$ cat config.mk
export PLATFORM = sky130hd
export DESIGN_NAME = bpuFront
export DESIGN_NICKNAME = d
export VERILOG_FILES = /design/src/verilog/bpuPkg.sv /design/src/verilog/branchIfs.sv /design/src/verilog/branchPredict.sv /design/src/verilog/branchJudge.sv /design/src/verilog/pcSelect.sv /design/src/verilog/bpuFront.sv
export SDC_FILE = /design/constraint.sdc
export NUM_CORES = 1
export LEC_CHECK = 0
export BUFFER_PORTS_ARGS = -buffer_cell sky130_fd_sc_hd__buf_2
export CAP_MARGIN = 30
export CORE_ASPECT_RATIO = 2
export CORE_MARGIN = 3
export CORE_UTILIZATION = 40
export DETAILED_ROUTE_END_ITERATION = 6
export GPL_ROUTABILITY_DRIVEN = 0
export SYNTH_ARGS = -nofsm -noshare
export SYNTH_HDL_FRONTEND = slang
export SYNTH_SLANG_ARGS = --single-unit
$ cat constraint.sdc
create_clock -name clk -period 5.9 [get_ports clk]
set_input_delay 1.18 -clock clk [delete_from_list [all_inputs] [get_ports clk]]
set_output_delay 1.18 -clock clk [all_outputs]
set_load 0.02 [all_outputs]
$ cat src/verilog/bpuPkg.sv
package bpuPkg;

    // datapath and table geometry
    localparam int XLen     = 32;
    localparam int PhtIdxW  = 6;
    localparam int PhtDepth = 1 << PhtIdxW;
    localparam int RegIdxW  = 5;
    localparam int OpW      = 6;

    localparam logic [XLen-1:0] ResetPc = 32'hbfc0_0000;   // boot rom vector

    // primary opcodes, instr[31:26]
    localparam logic [OpW-1:0] OpRegimm = 6'b000001;
    localparam logic [OpW-1:0] OpBeq    = 6'b000100;
    localparam logic [OpW-1:0] OpBne    = 6'b000101;
    localparam logic [OpW-1:0] OpBlez   = 6'b000110;
    localparam logic [OpW-1:0] OpBgtz   = 6'b000111;

    // rt codes under regimm
    localparam logic [RegIdxW-1:0] RtBltz = 5'b00000;
    localparam logic [RegIdxW-1:0] RtBgez = 5'b00001;

    // condition selected in execute
    typedef enum logic [2:0] {
        BrNone = 3'd0,
        BrEq   = 3'd1,
        BrNe   = 3'd2,
        BrLez  = 3'd3,
        BrGtz  = 3'd4,
        BrLtz  = 3'd5,
        BrGez  = 3'd6
    } brKind_t;

    // 2-bit saturating counter, msb set means predict taken
    typedef enum logic [1:0] {
        StrongNot   = 2'b00,
        WeakNot     = 2'b01,
        WeakTaken   = 2'b10,
        StrongTaken = 2'b11
    } ctr_t;

endpackage

$ cat src/verilog/branchIfs.sv
`timescale 1ns/1ps

// decode stage branch info, combinational within the cycle
interface predIf import bpuPkg::*; ();

    logic            valid;
    brKind_t         kind;
    logic            predTaken;
    logic [XLen-1:0] target;
    logic [XLen-1:0] pc;

    modport drv (
        output valid, kind, predTaken, target, pc
    );

    modport rcv (
        input valid, kind, predTaken, target, pc
    );

endinterface

// execute stage outcome
interface resolveIf import bpuPkg::*; ();

    logic               resolved;
    logic               actualTaken;
    logic               mispredict;
    logic [XLen-1:0]    recoverPc;
    logic [PhtIdxW-1:0] updIdx;     // table slot of the branch in execute

    modport drv (
        output resolved, actualTaken, mispredict, recoverPc, updIdx
    );

    modport rcv (
        input resolved, actualTaken, mispredict, recoverPc, updIdx
    );

endinterface

$ cat src/verilog/branchPredict.sv
`timescale 1ns/1ps

module branchPredict import bpuPkg::*; (
    input  logic            clk,
    input  logic            arstN_i,
    input  logic            decValid_i,
    input  logic [XLen-1:0] decPc_i,
    input  logic [XLen-1:0] decInstr_i,
    predIf.drv              pred,
    resolveIf.rcv           upd
);

    logic [OpW-1:0]     opcode;
    logic [RegIdxW-1:0] rtField;
    logic [15:0]        offset;
    logic [XLen-1:0]    offsetExt;
    logic [PhtIdxW-1:0] decIdx;
    brKind_t            decKind;
    ctr_t               pht [PhtDepth];
    ctr_t               curCtr;
    ctr_t               nextCtr;

    assign opcode  = decInstr_i[31:26];
    assign rtField = decInstr_i[20:16];
    assign offset  = decInstr_i[15:0];
    assign decIdx  = decPc_i[PhtIdxW+1:2];   // word aligned pc, drop low bits

    always_comb begin
        decKind = BrNone;
        case (opcode)
            OpBeq:  decKind = BrEq;
            OpBne:  decKind = BrNe;
            OpBlez: decKind = BrLez;
            OpBgtz: decKind = BrGtz;
            OpRegimm: begin
                // link variants fall through as non-branch
                if (rtField == RtBltz) begin
                    decKind = BrLtz;
                end else if (rtField == RtBgez) begin
                    decKind = BrGez;
                end
            end
            default: decKind = BrNone;
        endcase
    end

    // offset is in words
    assign offsetExt = {{(XLen-18){offset[15]}}, offset, 2'b00};

    assign pred.valid     = decValid_i;
    assign pred.kind      = decKind;
    assign pred.pc        = decPc_i;
    assign pred.target    = decPc_i + 32'd4 + offsetExt;
    assign pred.predTaken = decValid_i && (decKind != BrNone) && pht[decIdx][1];

    // saturating step for the branch leaving execute
    always_comb begin
        curCtr  = pht[upd.updIdx];
        nextCtr = curCtr;
        case (curCtr)
            StrongNot:   nextCtr = upd.actualTaken ? WeakNot     : StrongNot;
            WeakNot:     nextCtr = upd.actualTaken ? WeakTaken   : StrongNot;
            WeakTaken:   nextCtr = upd.actualTaken ? StrongTaken : WeakNot;
            StrongTaken: nextCtr = upd.actualTaken ? StrongTaken : WeakTaken;
            default:     nextCtr = WeakNot;
        endcase
    end

    // write lands at the edge ending execute, same-cycle lookup sees old value
    always_ff @(posedge clk or negedge arstN_i) begin
        if (!arstN_i) begin
            for (int i = 0; i < PhtDepth; i++) begin
                pht[i] <= WeakNot;
            end
        end else if (upd.resolved) begin
            pht[upd.updIdx] <= nextCtr;
        end
    end

endmodule

$ cat src/verilog/branchJudge.sv
`timescale 1ns/1ps

module branchJudge import bpuPkg::*; (
    input  logic            clk,
    input  logic            arstN_i,
    input  logic [XLen-1:0] exRsValue_i,   // already forwarded
    input  logic [XLen-1:0] exRtValue_i,
    predIf.rcv              pred,
    resolveIf.drv           res
);

    brKind_t                exKind;
    logic                   exPredTaken;
    logic [XLen-1:0]        exTarget;
    logic [XLen-1:0]        exPc;
    logic signed [XLen-1:0] rsVal;
    logic signed [XLen-1:0] rtVal;
    logic                   resolved;
    logic                   taken;

    // decode to execute, kind doubles as the valid bit
    always_ff @(posedge clk or negedge arstN_i) begin
        if (!arstN_i) begin
            exKind      <= BrNone;
            exPredTaken <= 1'b0;
        end else begin
            exKind      <= pred.valid ? pred.kind : BrNone;
            exPredTaken <= pred.valid & pred.predTaken;
        end
    end

    always_ff @(posedge clk) begin
        if (pred.valid) begin
            exTarget <= pred.target;
            exPc     <= pred.pc;
        end
    end

    assign rsVal = exRsValue_i;
    assign rtVal = exRtValue_i;

    always_comb begin
        case (exKind)
            BrEq:    taken = (rsVal == rtVal);
            BrNe:    taken = (rsVal != rtVal);
            BrLez:   taken = (rsVal <= 0);
            BrGtz:   taken = (rsVal > 0);
            BrLtz:   taken = rsVal[XLen-1];   // sign bit
            BrGez:   taken = !rsVal[XLen-1];
            default: taken = 1'b0;
        endcase
    end

    assign resolved = (exKind != BrNone);

    assign res.resolved    = resolved;
    assign res.actualTaken = taken;
    assign res.mispredict  = resolved && (exPredTaken != taken);
    // not taken resumes after the delay slot
    assign res.recoverPc   = taken ? exTarget : exPc + 32'd8;
    assign res.updIdx      = exPc[PhtIdxW+1:2];

endmodule

$ cat src/verilog/pcSelect.sv
`timescale 1ns/1ps

module pcSelect import bpuPkg::*; (
    input  logic            clk,
    input  logic            arstN_i,
    predIf.rcv              pred,
    resolveIf.rcv           res,
    output logic [XLen-1:0] fetchPc_o,
    output logic [XLen-1:0] pcNext_o
);

    logic [XLen-1:0] fetchPc;
    logic [XLen-1:0] pcPlus4;
    logic [XLen-1:0] pcNext;
    logic            decTaken;

    assign pcPlus4  = fetchPc + 32'd4;
    assign decTaken = pred.valid && (pred.kind != BrNone) && pred.predTaken;

    // execute recovery beats the younger decode prediction
    always_comb begin
        if (res.mispredict) begin
            pcNext = res.recoverPc;
        end else if (decTaken) begin
            pcNext = pred.target;
        end else begin
            pcNext = pcPlus4;
        end
    end

    always_ff @(posedge clk or negedge arstN_i) begin
        if (!arstN_i) begin
            fetchPc <= ResetPc;
        end else begin
            fetchPc <= pcNext;   // no stalls, loads every cycle
        end
    end

    assign fetchPc_o = fetchPc;
    assign pcNext_o  = pcNext;

endmodule

$ cat src/verilog/bpuFront.sv
`timescale 1ns/1ps

module bpuFront import bpuPkg::*; (
    input  logic            clk,
    input  logic            arstN_i,
    input  logic            decValid_i,
    input  logic [XLen-1:0] decPc_i,
    input  logic [XLen-1:0] decInstr_i,
    input  logic [XLen-1:0] exRsValue_i,
    input  logic [XLen-1:0] exRtValue_i,
    output logic [XLen-1:0] fetchPc_o,
    output logic [XLen-1:0] pcNext_o,
    output logic            predTaken_o,
    output logic            exBranch_o,
    output logic            actualTaken_o,
    output logic            mispredict_o
);

    predIf    predBus ();
    resolveIf resBus ();

    branchPredict branchPredict0 (
        .clk        (clk),
        .arstN_i    (arstN_i),
        .decValid_i (decValid_i),
        .decPc_i    (decPc_i),
        .decInstr_i (decInstr_i),
        .pred       (predBus),
        .upd        (resBus)      // counter update from execute
    );

    branchJudge branchJudge0 (
        .clk         (clk),
        .arstN_i     (arstN_i),
        .exRsValue_i (exRsValue_i),
        .exRtValue_i (exRtValue_i),
        .pred        (predBus),
        .res         (resBus)
    );

    pcSelect pcSelect0 (
        .clk       (clk),
        .arstN_i   (arstN_i),
        .pred      (predBus),
        .res       (resBus),
        .fetchPc_o (fetchPc_o),
        .pcNext_o  (pcNext_o)
    );

    assign predTaken_o   = predBus.predTaken;
    assign exBranch_o    = resBus.resolved;
    assign actualTaken_o = resBus.actualTaken;
    assign mispredict_o  = resBus.mispredict;

endmodule

## Word-level counts from Yosys, hierarchy flattened

Index checks and enable logic that the tools add are counted.

- $mul: 0
- Reductions and logical operators: 10
- Bitwise logic cells: 3
- Div/mod/pow operators: 0
- Order comparisons: 5
- Shifts and indexed selects: 0
- Add/subtract/negate cells: 4
- Multiplexer cells: 22
- Equal/unequal tests: 18

Operator list:

| cell | count |
|---|---|
| $bwmux W128 | 1 |
| $mux W32 | 3 |
| $add A32 B3 Y32 const B | 2 |
| $add A32 B32 Y32 | 1 |
| $add A32 B4 Y32 const B | 1 |
| $eq A32 B32 Y1 | 1 |
| $gt A32 B1 Y1 const B | 1 |
| $le A32 B1 Y1 const B | 1 |
| $ne A32 B32 Y1 | 1 |
| $bmux W2 S6 | 2 |
| $eq A6 B3 Y1 const B | 4 |
| $pmux W3 S5 | 1 |
| $ge A7 B7 Y1 const B | 2 |
| $mux W2 | 7 |
| $not A6 Y7 | 2 |
| $demux W2 S6 | 1 |
| $eq A3 B3 Y1 const B | 3 |
| $mux W3 | 3 |
| $pmux W2 S4 | 1 |
| $lt A7 B1 Y1 const B | 1 |
| $eq A3 B2 Y1 const B | 2 |
| $eq A6 B1 Y1 const B | 1 |
| $pmux W1 S6 | 1 |
| $reduce_bool A3 Y1 | 2 |
| 11 further kinds | 17 |

- Word-level logic and storage cells: 131
- Register bits: 228
- Memories: 0
- Bits in latches: 0
- Memory bits (writable): 0
- Input bits: 131
- Output and inout bits: 68
- Memory bits (read-only): 0

## Depth between registers and ports, before layout

- Depth in word-level cells: 10
- Gate-level depth with buffers: 17
- Gate-level depth less buffers: 15

## Modules after synthesis

Synthesis repeated with hierarchy kept, for this count alone.

- Cell total of the unflattened synthesis: 1337
- Area, all modules: 14859.3 µm²

By module, submodules not included:

| module | instances | area each (µm²) | cells an instance | seq. area each (µm²) |
|---|---|---|---|---|
| branchPredict | 1 | 9009.9 | 825 | 3283.1 |
| branchJudge | 1 | 3811.2 | 281 | 2021.9 |
| pcSelect | 1 | 2038.2 | 231 | 812.0 |

## Worst setup path after synthesis

No wires, ideal clock.

- Kind: input to output
- Start: in decPc_i[2]
- End: out pcNext_o[31]
- Data required time: 4.720 ns
- Arrival time: 4.563 ns
- Stages on the path: 17
- Path buffers: 2
- Slack: 0.157 ns
- Path through: buf_2 buf_2 inv_1 ha_1 inv_1 ha_1 inv_1 fa_1 nor2b_1 o21bai_1 a211o_1 a31oi_1 o21ai_0 o41ai_1 xnor2_1 mux2i_1 mux2i_1

- Elaborated cells on any way between the ends: 10
- Classes of those cells: add/sub: 2; mux: 5; bitwise: 1; reduce/logical: 2

RTL lines:

| item | line | RTL |
|---|---|---|
| from (decl) | bpuFront.sv:7 | `input logic [XLen-1:0] decPc_i,` |
| $add A32 B3 Y32 | branchPredict.sv:53 | `assign pred.target = decPc_i + 32'd4 + offsetExt;` |
| $add A32 B32 Y32 | branchPredict.sv:53 |  |
| net branchJudge0.pred.target[31] | branchIfs.sv:17 | `input valid, kind, predTaken, target, pc` |
| $mux W32 | pcSelect.sv:24 | `end else if (decTaken) begin` |
| $mux W32 | pcSelect.sv:22 | `if (res.mispredict) begin` |
| to (decl) | bpuFront.sv:12 | `output logic [XLen-1:0] pcNext_o,` |

The timed path passes the listed nets, and every way through them passes these cells. The select of a mux whose other input is x is not followed.

## Worst setup path after layout

- Start: in decPc_i[3]
- End: out pcNext_o[27]

The elaborated chain is that of the path after synthesis.

==> qor.txt <==
=================================================================================
Post-synthesis cell type count                                                 63
Global-route track usage on met2                                            41.5%
Number of fillers in the final layout                                        3265
Status                                                                  completed
Count of mapped cells out of synthesis                                       1219
Startpoint kind of the worst setup timing path                       primary input
Setup repair after global routing missed its margin                         false
Hold_buf cts                                                                    0
Core area                                                             34600 sq um
Post-Route WL                                                        40600 microns
Minimum setup slack after placement                                     0.0624 ns
Vertical die dimension                                                272 microns
Detailed placement HPWL                                              31000 microns
GRT Resource Usage Total                                                    21.0%
Transition time at the pin with the least slew margin                    0.885 ns
Worst hold path type                                                   reg -> reg
Leading register cell type out of synthesis                               dfrtp_1
Crit path kind                                                          in -> out
Buffer count from post-CTS setup fixing                                         0
CP max FO                                                                       4
Highest-utilization routing layer at the global route stage                  met2
Sequential cell area fraction in the yosys report                           42.8%
Global-route met1 utilization                                               22.1%
Required arrival time at the worst endpoint                               4.72 ns
Clock latency reported for the late side of the worst-skew pair           0.53 ns
Pin count of the biggest net entering global routing                           68
Element type at the critical path end                                primary output
Number of maximum-capacitance constraint violations                             0
Fin util                                                                    47.3%
Site Rows                                                                      96
Routed length per placed instance                                    21.8 microns
Total Negative Setup Slacks                                                  0 ns
Register Area                                                          6060 sq um
Starting density of the core                                                40.9%
Global-route wire length before repair                               62400 microns
Total leakage power                                                    0.00729 uW
CTS max path bufs                                                               3
GRT overflow                                                                    0
DRC violations left                                                             0
TritonCTS clock tree                                                         done
Number of global-route vias before repair                                   11200
Root buffer cell                                                        clkbuf_16
Count of warnings emitted by yosys                                              0
Max VDD drop                                                             0.241 mV
Fmax                                                                      176 MHz
Net count after synthesis                                                    1413
Area of combinational cells with multiple inputs                       7650 sq um
Setup skew after layout                                                 0.0149 ns
Horizontal die dimension                                              139 microns
Ratio of routed vias to standard cells                                       5.56
Via count of the routed design                                              10400
Normalized max-slew margin                                                  40.4%
Count of clock tree sinks                                                     226
Die area                                                              37800 sq um
PD cells                                                              293 nW/um^2
Port buffer count                                                             193
Cts bufs inserted                                                              23
Post-synthesis cell area                                              14100 sq um
Met3 track demand over resource in global routing                           2.35%
Final count of hold timing violations                                           0
Number of flip-flops and latches in the synthesized netlist                   226
CTS H-Tree Depth                                                                1
Count of pins on the block boundary                                           199
PostCTS Resize Cnt                                                              0
Iteration-0 DRC Markers                                                       505
Post-layout minimum cycle time                                            5.67 ns
Max Transition Viols Final                                                      0
Crit share post-route                                                       96.1%
Clock transition at the registers of the reported paths                   0.06 ns
Count of nets left with antenna violations after detail routing                 0
Worst path arrival time                                                   4.49 ns
Count of nets after finishing                                                1598
WHS                                                                      0.526 ns
Avg Inst Size Synth                                                    11.6 sq um
Post-synth EDFFs                                                               62
Area Overhead vs Synth                                                      15.7%
Fraction of synthesis flops using an asynchronous set or reset pin          72.6%
Number of detailed-routing iterations run before antenna repair                 5
Initial antenna violation count                                                 1
Fraction of final layout cells with drive strength greater than 1           36.7%
Final setup violation count                                                     0
Post-route worst setup slack                                             0.233 ns
=================================================================================
## per-stage QoR
step | power [uW] | area [sq um] | instances
4_1_cts | 4840 | 16300 | 1861
3_3_place_gp | 3280 | 15500 | 1818
6_report | 4800 | 16400 | 1863
5_1_grt | 5020 | 16400 | 1863
3_5_place_dp | 3300 | 15500 | 1819
2_1_floorplan | 2770 | 14100 | 1219
## worst max-delay path, stage by stage
cell and delay (ns):
buf_2 0.11, ha_1 0.28, ha_1 0.23, inv_1 0.07, fa_1 0.41, nor2b_1 0.19, o21bai_1 0.11, a211o_1 0.34
a31oi_2 0.23, o21ai_1 0.17, buf_4 0.19, nor4b_1 0.30, nand4b_1 0.19, mux2i_1 0.09, mux2i_1 0.19, buf_2 0.20
## path summary, 6_finish.rpt
kind,slack (ns),startpoint,cells after the start,endpoint
hold / removal,0.53,branchPredict0.pht[113],1,branchPredict0.pht[113]
setup reg to reg,2.49,branchJudge0.exPc[3],8,branchPredict0.pht[125]
setup / recovery,0.23,decPc_i[3],16,pcNext_o[27]
hold reg to reg,0.53,branchPredict0.pht[113],1,branchPredict0.pht[113]
min in group asynchronous,0.66,arstN_i,1,branchPredict0.pht[61]
max in group asynchronous,4.05,arstN_i,2,pcSelect0.fetchPc_o[15]
## layout make-up
type	count	share of cell area [%]
Inverter	29	0.665
Tap cell	441	3.37
Multi-Input combinational cell	907	46.7
Timing Repair Buffer	217	7.47
Clock inverter	12	0.895
Clock buffer	30	3.81
Antenna cell	1	0.0153
Sequential cell	226	37.0
## per-layer routing
layer | up-vias | wire (microns)
met1 | 5212 | 14400
met4 | 0 | 1740
met5 | - | 0
met3 | 83 | 1420
li1 | 4833 | -
met2 | 239 | 23000
## placed cells by master, fill, tap and decap left out, types with 15 or more instances in the layout
cell	instances
nor2_1	106
mux2i_1	76
buf_4	21
dfrtp_1	91
inv_1	26
nand4_1	20
clkbuf_16	24
a21oi_1	37
mux4_2	49
mux2_2	134
xnor2_1	87
ha_1	62
buf_2	190
edfxtp_1	62
o21ai_0	38
nand3_1	36
xor2_1	28
nand2_1	88
and3_1	15
dfstp_2	73
## cells in the mapped netlist (36+ instances only)
cell type | count | area, sq um
ha_1 | 62 | 776
mux2_2 | 134 | 1510
dfrtp_1 | 91 | 2280
nand2_1 | 88 | 330
dfstp_2 | 73 | 1920
o21ai_0 | 39 | 195
xnor2_1 | 87 | 762
mux2i_1 | 76 | 761
edfxtp_1 | 62 | 1860
nor2_1 | 106 | 398
nand3_1 | 36 | 180
mux4_2 | 49 | 1100
a21oi_1 | 37 | 185
## flip-flops by register name, summed over array words and instances (netlist names)
| register | cells |
|---|---|
| branchJudge0.exTarget | 30 |
| branchJudge0.exKind | 3 |
| pcSelect0.fetchPc_o | 32 |
| branchPredict0.pht | 128 |
| branchJudge0.exPredTaken | 1 |
| branchJudge0.exPc | 32 |
## where the power goes
group | leakage [uW] | switching [uW] | internal, uW
combinational | 0.00433 | 830 | 489
clock | 0.000372 | 645 | 882
sequential | 0.00259 | 147 | 1810
## logic make-up (layout without fill, tap and decap cells)
logic type      count (synthesis)  in the layout  share of synthesized area [%]
flops                         226            226                           42.8
compound gates                140            140                           6.19
buf+inv                        86            288                           3.26
xor+xnor                      115            115                           7.12
other cells                     0              1                              0
fa+ha+maj                      65             65                           5.82
simple gates                  328            328                           10.9
mux                           259            259                           23.9
Note: power is estimated with default switching activity, not from simulation.
